===== config.mk =====
export PLATFORM = sky130hd
export DESIGN_NAME = pkt_router
export DESIGN_NICKNAME = d
export VERILOG_FILES = /design/src/logic/router_pkg.sv /design/src/logic/ing_port_fifo.sv /design/src/logic/ing_arbiter.sv /design/src/logic/router_regs.sv /design/src/logic/egress_steer.sv /design/src/logic/pkt_router.sv
export SDC_FILE = /design/constraint.sdc
export NUM_CORES = 1
export LEC_CHECK = 0
export ABC_AREA = 1
export BUFFER_PORTS_ARGS = -buffer_cell sky130_fd_sc_hd__buf_4
export CORE_MARGIN = 10
export CORE_UTILIZATION = 59
export CTS_CLUSTER_DIAMETER = 50
export DETAILED_ROUTE_END_ITERATION = 10
export GPL_ROUTABILITY_DRIVEN = 0
export PLACE_DENSITY = 0.75
export SLEW_MARGIN = 20
export SYNTH_ARGS = -nofsm -noshare
export SYNTH_HDL_FRONTEND = slang
export SYNTH_SLANG_ARGS = --single-unit

===== constraint.sdc =====
create_clock -name clk -period 4.1 [get_ports clk]
set_input_delay 0.615 -clock clk [delete_from_list [all_inputs] [get_ports clk]]
set_output_delay 0.615 -clock clk [all_outputs]
set_load 0.02 [all_outputs]

===== src/logic/router_pkg.sv =====
// Shared widths, port counts and APB register map of the packet router.
// Modules import this package wherever they need these types.

package router_pkg;

    ////////////////////////////////////////////////////////////////////////////
    // Sizes

    localparam int NUM_PORTS   = 2;
    localparam int FWD_ENTRIES = 16;

    ////////////////////////////////////////////////////////////////////////////
    // Types

    typedef logic [7:0]  byte_t;
    typedef logic        port_idx_t;
    typedef logic [7:0]  apb_addr_t;
    typedef logic [31:0] apb_data_t;
    typedef logic [31:0] cnt_t;
    // Low nibble of the first packet byte
    typedef logic [3:0]  fwd_idx_t;

    ////////////////////////////////////////////////////////////////////////////
    // Register map

    localparam apb_addr_t REG_ID       = 8'h00;
    localparam apb_addr_t REG_CTRL     = 8'h04;
    localparam apb_addr_t REG_DROP_CNT = 8'h08;
    localparam apb_addr_t REG_RX_CNT0  = 8'h0C;
    localparam apb_addr_t REG_RX_CNT1  = 8'h10;
    // Entry i lives at base + 4*i
    localparam apb_addr_t REG_FWD_BASE = 8'h40;

    // Field positions
    localparam int CTRL_ENABLE_BIT = 0;
    localparam int FWD_VALID_BIT   = 1;
    localparam int FWD_PORT_BIT    = 0;

endpackage


===== src/logic/ing_port_fifo.sv =====
// Byte FIFO for one ingress port that keeps the tlast flag with every byte.
// Ready drops only while full; a byte written at one edge is readable after it.

`timescale 1ns/100ps
`default_nettype none

module ing_port_fifo #(
    parameter int FIFO_DEPTH = 16
) (
    input  logic              clk,
    input  logic              rst,

    input  logic              in_valid,
    input  router_pkg::byte_t in_data,
    input  logic              in_last,
    output logic              in_ready,

    output logic              out_valid,
    output router_pkg::byte_t out_data,
    output logic              out_last,
    input  logic              out_ready
);

    import router_pkg::*;

    localparam int              PTR_W      = $clog2(FIFO_DEPTH);
    localparam bit [PTR_W:0]    FULL_COUNT = (PTR_W + 1)'(FIFO_DEPTH);

    // Byte and tlast storage
    byte_t              data_mem [FIFO_DEPTH];
    logic               last_mem [FIFO_DEPTH];

    logic [PTR_W-1:0]   wr_ptr;
    logic [PTR_W-1:0]   rd_ptr;
    logic [PTR_W:0]     count;
    logic [PTR_W:0]     count_next;
    logic               push;
    logic               pop;

    assign push      = in_valid && in_ready;
    assign pop       = out_valid && out_ready;

    assign out_valid = (count != '0);
    assign out_data  = data_mem[rd_ptr];
    assign out_last  = last_mem[rd_ptr];

    always_comb begin
        count_next = count;
        if (push && !pop) begin
            count_next = count + 1'b1;
        end else if (pop && !push) begin
            count_next = count - 1'b1;
        end
    end

    always_ff @(posedge clk) begin
        if (push) begin
            data_mem[wr_ptr] <= in_data;
            last_mem[wr_ptr] <= in_last;
        end
    end

    // Pointers wrap at the power-of-two depth
    always_ff @(posedge clk) begin
        if (rst) begin
            wr_ptr   <= '0;
            rd_ptr   <= '0;
            count    <= '0;
            in_ready <= 1'b0;
        end else begin
            if (push) begin
                wr_ptr <= wr_ptr + 1'b1;
            end
            if (pop) begin
                rd_ptr <= rd_ptr + 1'b1;
            end
            count    <= count_next;
            // Low while the FIFO is full
            in_ready <= (count_next != FULL_COUNT);
        end
    end

endmodule

`default_nettype wire


===== src/logic/ing_arbiter.sv =====
// Round-robin merge of the two ingress FIFOs into one packet stream.
// A grant covers a whole packet; tags each byte with its source port.

`timescale 1ns/100ps
`default_nettype none

module ing_arbiter (
    input  logic                  clk,
    input  logic                  rst,

    input  logic                  q0_valid,
    input  router_pkg::byte_t     q0_data,
    input  logic                  q0_last,
    output logic                  q0_ready,

    input  logic                  q1_valid,
    input  router_pkg::byte_t     q1_data,
    input  logic                  q1_last,
    output logic                  q1_ready,

    output logic                  arb_valid,
    output router_pkg::byte_t     arb_data,
    output logic                  arb_last,
    output router_pkg::port_idx_t arb_src,
    output logic                  arb_sop,
    input  logic                  arb_ready,

    output logic                  pkt_start,
    output router_pkg::port_idx_t pkt_src
);

    import router_pkg::*;

    typedef enum logic {
        ARB_IDLE,
        ARB_BUSY
    } arb_state_t;

    arb_state_t state;
    port_idx_t  grant;
    port_idx_t  last_served;
    port_idx_t  pick;
    logic       sel_valid;
    logic       sop_pending;
    logic       xfer;

    // Next grant favours the port not served last on a tie
    always_comb begin
        if (q0_valid && q1_valid) begin
            pick = ~last_served;
        end else if (q1_valid) begin
            pick = 1'b1;
        end else begin
            pick = 1'b0;
        end
    end

    always_comb begin
        if (grant == 1'b1) begin
            sel_valid = q1_valid;
            arb_data  = q1_data;
            arb_last  = q1_last;
        end else begin
            sel_valid = q0_valid;
            arb_data  = q0_data;
            arb_last  = q0_last;
        end
    end

    assign arb_valid = (state == ARB_BUSY) && sel_valid;
    assign xfer      = arb_valid && arb_ready;
    assign q0_ready  = (state == ARB_BUSY) && (grant == 1'b0) && arb_ready;
    assign q1_ready  = (state == ARB_BUSY) && (grant == 1'b1) && arb_ready;
    assign arb_src   = grant;
    assign arb_sop   = sop_pending;
    assign pkt_start = xfer && sop_pending;
    assign pkt_src   = grant;

    ////////////////////////////////////////////////////////////////////////////
    // Grant FSM

    always_ff @(posedge clk) begin
        if (rst) begin
            state       <= ARB_IDLE;
            grant       <= 1'b0;
            last_served <= 1'b1;
            sop_pending <= 1'b0;
        end else begin
            case (state)
                ARB_IDLE: begin
                    if (q0_valid || q1_valid) begin
                        grant       <= pick;
                        last_served <= pick;
                        sop_pending <= 1'b1;
                        state       <= ARB_BUSY;
                    end
                end
                ARB_BUSY: begin
                    if (xfer) begin
                        sop_pending <= 1'b0;
                        // Release only after the tlast byte
                        if (arb_last) begin
                            state <= ARB_IDLE;
                        end
                    end
                end
                default: state <= ARB_IDLE;
            endcase
        end
    end

endmodule

`default_nettype wire


===== src/logic/router_regs.sv =====
// APB register block with the module ID, enable, forwarding table and counters.
// Zero-wait slave; a write to any counter clears it.

`timescale 1ns/100ps
`default_nettype none

module router_regs #(
    parameter logic [15:0] MODULE_ID = 16'h0000
) (
    input  logic                                 clk,
    input  logic                                 rst,

    input  logic                                 psel,
    input  logic                                 penable,
    input  logic                                 pwrite,
    input  router_pkg::apb_addr_t                paddr,
    input  router_pkg::apb_data_t                pwdata,
    output router_pkg::apb_data_t                prdata,

    input  logic                                 pkt_start,
    input  router_pkg::port_idx_t                pkt_src,
    input  logic                                 drop_pulse,

    output logic [2*router_pkg::FWD_ENTRIES-1:0] fwd_table,
    output logic                                 fwd_enable
);

    import router_pkg::*;

    localparam apb_addr_t RX_ADDR [NUM_PORTS] = '{REG_RX_CNT0, REG_RX_CNT1};

    logic [1:0] fwd_mem [FWD_ENTRIES];
    cnt_t       rx_cnt  [NUM_PORTS];
    cnt_t       drop_cnt;
    logic       wr_en;
    logic       tbl_hit;
    fwd_idx_t   tbl_idx;

    assign wr_en   = psel && penable && pwrite;
    // Table window 0x40..0x7F
    assign tbl_hit = (paddr[7:6] == REG_FWD_BASE[7:6]);
    assign tbl_idx = paddr[5:2];

    always_comb begin
        for (int i = 0; i < FWD_ENTRIES; i++) begin
            fwd_table[2*i +: 2] = fwd_mem[i];
        end
    end

    ////////////////////////////////////////////////////////////////////////////
    // Writes and counters

    always_ff @(posedge clk) begin
        if (rst) begin
            fwd_enable <= 1'b0;
            drop_cnt   <= '0;
            for (int i = 0; i < FWD_ENTRIES; i++) begin
                fwd_mem[i] <= 2'b00;
            end
            for (int p = 0; p < NUM_PORTS; p++) begin
                rx_cnt[p] <= '0;
            end
        end else begin
            if (wr_en && tbl_hit) begin
                fwd_mem[tbl_idx] <= pwdata[1:0];
            end
            if (wr_en && paddr == REG_CTRL) begin
                fwd_enable <= pwdata[CTRL_ENABLE_BIT];
            end
            // Software clear wins over a same-cycle event
            if (wr_en && paddr == REG_DROP_CNT) begin
                drop_cnt <= '0;
            end else if (drop_pulse) begin
                drop_cnt <= drop_cnt + 1'b1;
            end
            for (int p = 0; p < NUM_PORTS; p++) begin
                if (wr_en && paddr == RX_ADDR[p]) begin
                    rx_cnt[p] <= '0;
                end else if (pkt_start && pkt_src == port_idx_t'(p)) begin
                    rx_cnt[p] <= rx_cnt[p] + 1'b1;
                end
            end
        end
    end

    ////////////////////////////////////////////////////////////////////////////
    // Read mux

    always_comb begin
        prdata = '0;
        if (tbl_hit) begin
            prdata = apb_data_t'(fwd_mem[tbl_idx]);
        end else begin
            case (paddr)
                REG_ID:       prdata = apb_data_t'(MODULE_ID);
                REG_CTRL:     prdata[CTRL_ENABLE_BIT] = fwd_enable;
                REG_DROP_CNT: prdata = drop_cnt;
                REG_RX_CNT0:  prdata = rx_cnt[0];
                REG_RX_CNT1:  prdata = rx_cnt[1];
                default:      prdata = '0;
            endcase
        end
    end

endmodule

`default_nettype wire


===== src/logic/egress_steer.sv =====
// Looks up the first byte of each packet and steers the packet to an egress port.
// Packets with an invalid entry, or while disabled, are drained and counted.

`timescale 1ns/100ps
`default_nettype none

module egress_steer (
    input  logic                                 clk,
    input  logic                                 rst,

    input  logic                                 arb_valid,
    input  router_pkg::byte_t                    arb_data,
    input  logic                                 arb_last,
    input  logic                                 arb_sop,
    output logic                                 arb_ready,

    input  logic [2*router_pkg::FWD_ENTRIES-1:0] fwd_table,
    input  logic                                 fwd_enable,

    output logic                                 out0_valid,
    output router_pkg::byte_t                    out0_data,
    output logic                                 out0_last,
    input  logic                                 out0_ready,

    output logic                                 out1_valid,
    output router_pkg::byte_t                    out1_data,
    output logic                                 out1_last,
    input  logic                                 out1_ready,

    output logic                                 drop_pulse
);

    import router_pkg::*;

    fwd_idx_t   lk_idx;
    logic [1:0] lk_entry;
    logic       lk_drop;
    port_idx_t  lk_port;
    logic       dst_drop_q;
    port_idx_t  dst_port_q;
    logic       cur_drop;
    port_idx_t  cur_port;

    // Lookup on the first byte
    assign lk_idx   = arb_data[3:0];
    assign lk_entry = fwd_table[2*lk_idx +: 2];
    assign lk_drop  = !lk_entry[FWD_VALID_BIT] || !fwd_enable;
    assign lk_port  = lk_entry[FWD_PORT_BIT];

    // Remaining bytes follow the latched decision
    assign cur_drop = arb_sop ? lk_drop : dst_drop_q;
    assign cur_port = arb_sop ? lk_port : dst_port_q;

    assign out0_valid = arb_valid && !cur_drop && (cur_port == 1'b0);
    assign out1_valid = arb_valid && !cur_drop && (cur_port == 1'b1);
    assign out0_data  = arb_data;
    assign out1_data  = arb_data;
    assign out0_last  = arb_last;
    assign out1_last  = arb_last;

    // Dropped packets drain at full rate
    always_comb begin
        if (cur_drop) begin
            arb_ready = 1'b1;
        end else if (cur_port == 1'b1) begin
            arb_ready = out1_ready;
        end else begin
            arb_ready = out0_ready;
        end
    end

    // Ready is high for a drop, so the first byte goes on this edge
    assign drop_pulse = arb_valid && arb_sop && lk_drop;

    always_ff @(posedge clk) begin
        if (rst) begin
            dst_drop_q <= 1'b1;
            dst_port_q <= 1'b0;
        end else if (arb_valid && arb_ready && arb_sop) begin
            dst_drop_q <= lk_drop;
            dst_port_q <= lk_port;
        end
    end

endmodule

`default_nettype wire


===== src/logic/pkt_router.sv =====
// Two-port packet router top level wiring ingress FIFOs, arbiter, steering and registers.
// Single clock domain with a synchronous active-high reset.

`timescale 1ns/100ps
`default_nettype none

module pkt_router #(
    parameter logic [15:0] MODULE_ID  = 16'h0000,
    parameter int          FIFO_DEPTH = 16
) (
    input  logic                  clk,
    input  logic                  rst,

    input  logic                  in0_valid,
    input  router_pkg::byte_t     in0_data,
    input  logic                  in0_last,
    output logic                  in0_ready,
    input  logic                  in1_valid,
    input  router_pkg::byte_t     in1_data,
    input  logic                  in1_last,
    output logic                  in1_ready,

    output logic                  out0_valid,
    output router_pkg::byte_t     out0_data,
    output logic                  out0_last,
    input  logic                  out0_ready,
    output logic                  out1_valid,
    output router_pkg::byte_t     out1_data,
    output logic                  out1_last,
    input  logic                  out1_ready,

    input  logic                  psel,
    input  logic                  penable,
    input  logic                  pwrite,
    input  router_pkg::apb_addr_t paddr,
    input  router_pkg::apb_data_t pwdata,
    output router_pkg::apb_data_t prdata
);

    import router_pkg::*;

    ////////////////////////////////////////////////////////////////////////////
    // Internal wires

    logic       q0_valid, q0_last, q0_ready;
    logic       q1_valid, q1_last, q1_ready;
    byte_t      q0_data, q1_data;
    logic       arb_valid, arb_last, arb_sop, arb_ready;
    byte_t      arb_data;
    logic       pkt_start;
    port_idx_t  pkt_src;
    logic       drop_pulse;
    logic       fwd_enable;
    logic [2*FWD_ENTRIES-1:0] fwd_table;

    ////////////////////////////////////////////////////////////////////////////
    // Ingress

    ing_port_fifo #(.FIFO_DEPTH(FIFO_DEPTH)) u_fifo0 (
        .clk(clk), .rst(rst),
        .in_valid(in0_valid), .in_data(in0_data), .in_last(in0_last), .in_ready(in0_ready),
        .out_valid(q0_valid), .out_data(q0_data), .out_last(q0_last), .out_ready(q0_ready)
    );

    ing_port_fifo #(.FIFO_DEPTH(FIFO_DEPTH)) u_fifo1 (
        .clk(clk), .rst(rst),
        .in_valid(in1_valid), .in_data(in1_data), .in_last(in1_last), .in_ready(in1_ready),
        .out_valid(q1_valid), .out_data(q1_data), .out_last(q1_last), .out_ready(q1_ready)
    );

    // Source tag is not needed downstream of the arbiter
    ing_arbiter u_arb (
        .clk(clk), .rst(rst),
        .q0_valid(q0_valid), .q0_data(q0_data), .q0_last(q0_last), .q0_ready(q0_ready),
        .q1_valid(q1_valid), .q1_data(q1_data), .q1_last(q1_last), .q1_ready(q1_ready),
        .arb_valid(arb_valid), .arb_data(arb_data), .arb_last(arb_last),
        .arb_src(), .arb_sop(arb_sop), .arb_ready(arb_ready),
        .pkt_start(pkt_start), .pkt_src(pkt_src)
    );

    ////////////////////////////////////////////////////////////////////////////
    // Egress and registers

    egress_steer u_steer (
        .clk(clk), .rst(rst),
        .arb_valid(arb_valid), .arb_data(arb_data), .arb_last(arb_last),
        .arb_sop(arb_sop), .arb_ready(arb_ready),
        .fwd_table(fwd_table), .fwd_enable(fwd_enable),
        .out0_valid(out0_valid), .out0_data(out0_data), .out0_last(out0_last),
        .out0_ready(out0_ready),
        .out1_valid(out1_valid), .out1_data(out1_data), .out1_last(out1_last),
        .out1_ready(out1_ready),
        .drop_pulse(drop_pulse)
    );

    router_regs #(.MODULE_ID(MODULE_ID)) u_regs (
        .clk(clk), .rst(rst),
        .psel(psel), .penable(penable), .pwrite(pwrite),
        .paddr(paddr), .pwdata(pwdata), .prdata(prdata),
        .pkt_start(pkt_start), .pkt_src(pkt_src), .drop_pulse(drop_pulse),
        .fwd_table(fwd_table), .fwd_enable(fwd_enable)
    );

endmodule

`default_nettype wire


### Word level (Yosys, flattened, before mapping)

Memories as Yosys holds them, arrays and structs flattened. A register that Yosys moved wholly into a read port is not among the register bits.
Index checks and enable logic that the tools add are counted.

* $add $sub $neg: 11
* equality and inequality tests: 9
* shifts and indexed selects: 1
* mux-type cells: 61
* bitwise logic cells: 8
* reduce and logical (&&, ||, !) cells: 45

Operators with widths (count)
* 32-bit 2-to-1 mux: 5
* 32-bit by 1-bit adder with 32-bit output (second input constant): 3
* 31-bit one-hot mux with 3 select lines: 1
* 1-bit 2-to-1 mux: 37
* 4-bit 2-to-1 mux: 9
* 32-bit by 6-bit variable part select with 2-bit output: 1
* 1-bit logical AND: 30
* 5-bit 2-to-1 mux: 4
* 4-bit by 1-bit adder with 4-bit output (second input constant): 4
* 8-bit by 4-bit equality test with 1-bit output (second input constant): 2
* 5-bit by 1-bit adder with 5-bit output (second input constant): 2
* 5-bit inequality test (second input constant): 2
* 5-bit nonzero test: 2
* 5-bit by 1-bit subtractor with 5-bit output (second input constant): 2
* 8-bit by 3-bit equality test with 1-bit output (second input constant): 1
* 8-bit by 5-bit equality test with 1-bit output (second input constant): 1
* 8-bit 2-to-1 mux: 1
* 1-bit logical NOT: 7
* 1-bit inverter: 4
* 1-bit bitwise OR: 4
* 1-bit one-hot mux with 2 select lines: 2
* 1-bit one-hot mux with 4 select lines: 1
* 2-bit AND reduction: 2
* 2-bit OR reduction: 2
* other kinds (5): 6

* register bits after elaboration: 67
* bits in writable memories: 384
* bits of input ports: 67
* output and inout port bits: 54
* logic and storage cells: 157
* memories kept: 6

Memories
* u_fifo0.data_mem: depth 16, bits a word 8, read ports 1, clocked after memory_dff 1, wr ports 1, RTL line ing_port_fifo.sv:30 `byte_t data_mem [FIFO_DEPTH];`
* u_fifo1.data_mem: depth 16, bits a word 8, read ports 1, clocked after memory_dff 1, wr ports 1, RTL line ing_port_fifo.sv:30
* u_regs.rx_cnt: depth 2, bits a word 32, read ports 2, clocked after memory_dff 0, wr ports 2, RTL line router_regs.sv:33 `cnt_t rx_cnt [NUM_PORTS];`
* u_regs.fwd_mem: depth 16, bits a word 2, read ports 17, clocked after memory_dff 0, wr ports 16, RTL line router_regs.sv:32 `logic [1:0] fwd_mem [FWD_ENTRIES];`
* u_fifo0.last_mem: depth 16, bits a word 1, read ports 1, clocked after memory_dff 1, wr ports 1, RTL line ing_port_fifo.sv:31 `logic last_mem [FIFO_DEPTH];`
* u_fifo1.last_mem: depth 16, bits a word 1, read ports 1, clocked after memory_dff 1, wr ports 1, RTL line ing_port_fifo.sv:31

### Logic depth before layout (Yosys ltp)

Gate-level depths: netlist of the first run.

* depth in word-level cells: 14
* depth in mapped cells: 28
* depth with buffers taken out: 26

### Hierarchy

From an unflattened synthesis of the first run, not the netlist that was laid out.

* cell total of the unflattened synthesis: 2380
* area total of the unflattened synthesis: 22581.7 µm²

By module, submodules not included
* router_regs: instances 1, cells an instance 1132, area each 8036.5 µm², seq. area each 3543.4 µm²
* ing_port_fifo at u_fifo0: instances 1, cells an instance 527, area each 6749.0 µm², seq. area each 4684.5 µm²
* ing_port_fifo at u_fifo1: instances 1, cells an instance 525, area each 6745.2 µm², seq. area each 4684.5 µm²
* egress_steer: instances 1, cells an instance 134, area each 703.2 µm², seq. area each 40.0 µm²
* ing_arbiter: instances 1, cells an instance 62, area each 347.8 µm², seq. area each 80.1 µm²

### Worst setup path after synthesis of the first run

No wires, ideal clock.

* path kind: register to register
* from: register with a tool-made name
* to: memory u_regs.rx_cnt[0][0] in the netlist's numbering, enable pin
* library setup time: 0.389 ns
* arrival time: 3.225 ns
* required time: 3.711 ns
* setup slack: 0.486 ns
* cell stages (with the launch flop): 21
* buffers on the path: 3
* period minus slack after synthesis: 3.614 ns
* path through: dfxtp_1 buf_6 inv_4 buf_6 nand2_1 nand3_1 nand3_1 nand3_1 nand2_1 o21ai_2 nand3_1 nand3_1 nand3_1 nand3_2 nand3_1 nand3_4 nand2_4 nor2_8 nand3_4 buf_2 nand2_1

RTL lines (RTL line)
* end: declaration: router_regs.sv:33

==> results_dict.tcl, run 1 <==
set metrics [dict create \
    grt_pass1_wl_um 82300 \
    seq_area_frac_synth_pct 60.6 \
    totalNegativeSetupSlack_ns 0 \
    p_int_uw 8660 \
    die_x_um 211 \
    cts_tree "built" \
    grt_pass1_vias 15600 \
    rows 69 \
    clkTransAtPathRegs_ns 0.06 \
    post-route-period-util_pct 96.1 \
    pwr-share-clk_pct 34.5 \
    io_buffers 90 \
    clk_latency_ns 0.60 \
    postSynthAreaPerCell_um2 10.0 \
    cap_violations 0 \
    final_net_count 2312 \
    grt_usage_pct 23.1 \
    synth-async-reset-ratio_pct 0 \
    cp_max_fo 39 \
    cts_post_setup_buffers_inserted 0 \
    timing.hold.ws_ns 0.319 \
    vias_per_cell 5.92 \
    netlist_area_mm2 0.0215 \
    drt-initial-drc-count 1765 \
    hold_viol 0 \
    core_mm2 0.0357 \
    critical_path_class "reg2out" \
    synth_nets 2226 \
    synth_top_area_share_pct 53.6 \
    hold_class "in2reg" \
    required_ns 3.48 \
    swShare_pct 31.5 \
    p_comb_share_pct 23.1 \
    die_h_um 211 \
    cp_slowest_cell "dfxtp_2" \
    rsz0062_at_grt "false" \
    cts.htree.levels 2 \
    pin_count 121 \
    crit_chain "buf_12, nand2_1, nand3_1, nand3_1, nand2_1, nand2_1, nand3_4, buf_4, nand3_1, nand3_1, nand3_1, nand3_1, nand3_2, a21oi_4, nand2_1, nor2_1, buf_4" \
    drive_gt1_share_pct 12.3 \
    timing.final.ws_setup_ns 0.160 \
    clockBufferDepth 3 \
    peakVddDrop_mv 0.434 \
    cpPeakStageDelay_ns 0.48 \
    status "finished clean" \
    ys_warn_count 0 \
    setup_violations 0 \
    cp-end-kind "output port" \
    synth_seq_cells 459 \
    dieArea_mm2 0.0445 \
    final_common_cell "edfxtp_1" \
    synthCells 2142 \
    wl_um 52200 \
    power_frac_seq_pct 42.4 \
    drc_errors 0 \
    synth_top_area_cell "edfxtp_1" \
    final_cell_mix "edfxtp_1 (384), nand2_1 (344), nor2_1 (278), inv_1 (191), nand3_1 (184)" \
    start_kind "register" \
    synth_area_leaders "edfxtp_1 (54%), dfxtp_1 (7.0%), nand2_1 (6.0%)" \
    synth_ff_type "edfxtp_1" \
    numCtsBuffers 51 \
    drtPass1Iterations 8 \
    route.detailed.wl_per_inst_um 19.2 \
    hpwl_um 34100 \
    cts_hold_buffers 0 \
    max_freq_mhz 254 \
    synth.distinct_cells 62 \
    syn2layout_area_growth_pct 12.6 \
    ctsResizeCount 0 \
    final_antenna_net_count 0 \
    max_slew_margin_pct 24.7 \
    pre_cts_slack_ns 0.195 \
    p_leak_uw 0.00886 \
    arrival_ns 3.33 \
    layout_min_cycle_time_ns 3.94 \
    tightest_slew_ns 1.13 \
    antenna_cells 0 \
    grt_overflow 0 \
    initial_core_util_pct 60.2 \
    skew_ns 0.0264 \
    cellPowerDensity_mw_per_mm2 522 \
    path_common_cell "nand3_1" \
    drv_slew 0 \
    clock_sinks 459 \
    antenna_found_initial 0 \
    grt_max_degree 79 \
    p_switching_uw 3980 \
    vias 16100 \
    synth_enable_flop_cells 384 \
    cts-root-buf "clkbuf_16" \
]
routing by layer:
layer	wire, µm	track usage (%)	vias to the layer above
met5	0	0	-
met4	1350	8.44	0
met3	3910	3.62	109
met2	25400	38.7	663
met1	21500	29.9	7690
li1	-	-	7672
registers in the layout (all words and copies together) (netlist names), 4 cells and up, named ones only:
signal,flops
u_fifo0.data_mem,128
u_fifo1.last_mem,16
u_regs.drop_cnt,32
u_regs.rx_cnt,64
u_fifo0.rd_ptr,4
u_fifo0.last_mem,16
u_regs.fwd_mem,32
u_fifo1.data_mem,128
u_fifo0.count,5
u_fifo1.rd_ptr,4
u_fifo1.wr_ptr,4
u_fifo0.wr_ptr,4
u_fifo1.count,5
final timing paths:
path / startpoint / to / slack, ns / depth (start not counted)
worst min-delay path: in1_data[4] / u_fifo1.data_mem[4][4] / 0.32 / 1
worst min register to register: u_arb.last_served / u_arb.last_served / 0.47 / 2
worst max register to register: register / u_regs.rx_cnt[1][22] / 0.31 / 22
worst max-delay path: register / out1_valid / 0.16 / 17
final cells by class:
cell class	count	area (µm²)
flip-flops and latches	459	13000
fillers	2702	11500
multi-input cells	1380	7210
clock buffers	59	1320
repair buffers	126	1010
inverters	210	805
well taps	461	577
clock inverters	31	279
power groups by stage:
stage / logic [µW] / registers [µW] / clock network [µW]
floorplan: 2060 / 5390 / 0
detailed placement: 2830 / 5440 / 0
global route: 3190 / 5370 / 4590
global placement: 2750 / 5430 / 0
finish: 2920 / 5360 / 4360
CTS: 2850 / 5350 / 4410
cells by family after synthesis:
kind of cell,count (synthesis),synth area share (%)
XOR/XNOR,41,1.67
flip-flops,459,60.6
buffers and inverters,303,6.02
AO/OA/AOI/OAI,349,9.78
adder cells (fa/ha/maj),17,0.989
AND/OR/NAND/NOR,973,21.0
worst max-delay path, delay by kind of cell (launching register included):
kind | cells | cell delay, ns
buffers and inverters | 3 | 0.64
AOI/OAI and AO/OA | 1 | 0.17
DFF | 1 | 0.48
and+or+nand+nor | 13 | 1.41
cells in the mapped netlist (all sizes together), types with 11 or more instances:
cell type,n
nand2,355
nor3,49
nand4,24
o221ai,36
clkinv,11
clkbuf,49
a22oi,26
dfxtp,75
a21oi,62
xor2,28
o21ai,157
xnor2,13
edfxtp,384
nand3,197
nor3b,24
buf,44
ha,17
nor4,18
or2,12
nor2,283
o22ai,31
inv,199
stage by stage:
step	total power (µW)	utilization (%)	cells	cell area, µm²
after floorplan	7450	-	2142	21500
after global placement	8180	63.1	2635	22600
after detailed placement	8270	63.1	2635	22600
after CTS	12600	67.6	2725	24200
after global routing	13200	67.8	2726	24200
final	12600	67.8	2726	24200
No activity file was read; power rests on OpenSTA's default activity.
==> inputs of run 2 (changes only) <==
Settings changed: BUFFER_PORTS_ARGS -buffer_cell sky130_fd_sc_hd__buf_4 to -buffer_cell sky130_fd_sc_hd__clkbuf_2.
==> run 2 against run 1 <==
  * Final cell count is 0.29% higher
  * Die area unchanged
  * Power increased by 1.6%
  * Clock power increased by 4%
==> results_dict.tcl, run 2 (synthesized netlist as in run 1, its figures left out) <==
set metrics [dict create \
    tightest_slew_ns 1.16 \
    post-route-period-util_pct 98.7 \
    start_kind "register" \
    layout_min_cycle_time_ns 4.05 \
    clockBufferDepth 3 \
    fillers 2622 \
    seq_area_mm2 0.0130 \
    final_antenna_net_count 0 \
    final_util_pct 67.8 \
    placed_cells_incl_taps 2634 \
    numCtsBuffers 49 \
    status "finished clean" \
    setup_violations 0 \
    hold_class "in2reg" \
    p_leak_uw 0.00889 \
    cp-end-kind "output port" \
    drv_slew 0 \
    io_buffers 90 \
    syn2layout_area_growth_pct 12.6 \
    clock_sinks 459 \
    clk_latency_ns 0.60 \
    cts_tree "built" \
    top_regs "u_fifo0.data_mem (128), u_fifo1.data_mem (128), u_regs.rx_cnt (64)" \
    clkTransAtPathRegs_ns 0.06 \
    wl_um 52600 \
    final_cell_mix "edfxtp_1 (384), nand2_1 (344), nor2_1 (278), inv_1 (192), nand3_1 (182)" \
    cellPowerDensity_mw_per_mm2 530 \
    grt_overflow 0 \
    max_slew_margin_pct 22.5 \
    skew_ns 0.0201 \
    peakVddDrop_mv 0.410 \
    multi_input_area_mm2 0.00726 \
    final_common_cell "edfxtp_1" \
    cts_hold_buffers 0 \
    final_net_count 2317 \
    initial_core_util_pct 60.2 \
    drtPass1Iterations 6 \
    vias_per_cell 5.98 \
    hold_viol 0 \
    grt_usage_pct 22.7 \
    vias 16400 \
    drt-initial-drc-count 1729 \
    grt_max_degree 79 \
    cap_violations 0 \
    die_h_um 211 \
    cts.htree.levels 2 \
    core_mm2 0.0357 \
    pin_count 121 \
    critical_path_class "reg2out" \
    max_freq_mhz 247 \
    drive_gt1_share_pct 12.6 \
    hpwl_um 33500 \
    die_x_um 211 \
    antenna_found_initial 0 \
    grt_pass1_wl_um 81500 \
    arrival_ns 3.43 \
    grt_pass1_vias 15700 \
    dieArea_mm2 0.0445 \
    drc_errors 0 \
    rows 69 \
    cts-root-buf "clkbuf_16" \
    final_cell_count_no_fill 2734 \
    cp_max_fo 35 \
    route.detailed.wl_per_inst_um 19.2 \
    required_ns 3.48 \
    antenna_cells 0 \
]
==> run 2: worst paths after layout <==
path / cells after the start / slack (ns) / endpoint / startpoint
setup / recovery: 15 / 0.05 / out1_valid / register
setup reg to reg: 21 / 0.47 / u_regs.drop_cnt[22] / register
hold / removal: 1 / 0.44 / u_fifo0.data_mem[12][0] / in0_data[0]
hold reg to reg: 2 / 0.46 / u_arb.last_served / u_arb.last_served
==> run 2: where the power goes <==
group | switching (µW) | internal (µW)
clock network | 1850 | 2690
logic | 2030 | 905
registers | 156 | 5210
==> run 2: critical path: stages (launching register included) <==
cell	delay [ns]
dfxtp_1	0.39
buf_6	0.31
nand3_1	0.12
nand3_1	0.11
nand3_2	0.25
nand3_4	0.25
buf_4	0.15
nand3_1	0.08
nand3_1	0.11
nand3_1	0.08
nand3_1	0.14
nand3_2	0.13
a21oi_4	0.17
nand2_1	0.10
nor2_1	0.20
clkbuf_2	0.22
==> run 2: final cells by class <==
cell class | instances | area share, %
repair buffers | 131 | 3.58
flip-flops and latches | 459 | 53.8
well taps | 461 | 2.38
multi-input cells | 1382 | 30.0
clock buffers | 62 | 5.48
clock inverters | 29 | 1.40
inverters | 210 | 3.38
==> run 2: metrics by stage <==
| stage | hold slack (ns) | setup TNS (ns) | cell area [µm²] | power [µW] | setup WS (ns) |
|---|---|---|---|---|---|
| 6_report | 0.442 | 0 | 24200 | 12800 | 0.0542 |
| 5_1_grt | 0.451 | -0.125 | 24200 | 13300 | -0.0641 |
| 4_1_cts | 0.406 | 0 | 24100 | 12700 | 0.0247 |
| 3_5_place_dp | 0.455 | 0 | 22400 | 8160 | 0.334 |
| 3_3_place_gp | 0.441 | 0 | 22400 | 8080 | 0.398 |
| 2_1_floorplan | 0.429 | 0 | 21500 | 7450 | 0.486 |
==> run 2: routing by layer <==
metal	routed length [µm]	share of wire, %	vias up	track usage, %
li1	-	-	7707	-
met1	21300	41	7722	29.2
met2	25200	48	786	37.4
met3	4130	7.8	147	4.14
met4	1930	3.7	0	9.54
met5	0	0	-	0
==> run 2: repair_timing <==
action	4_1_cts	5_1_grt
pin swaps	0	3
gates cloned	0	4
setup endpoints to repair	2	2
resized for setup	5	20
setup buffers	0	5
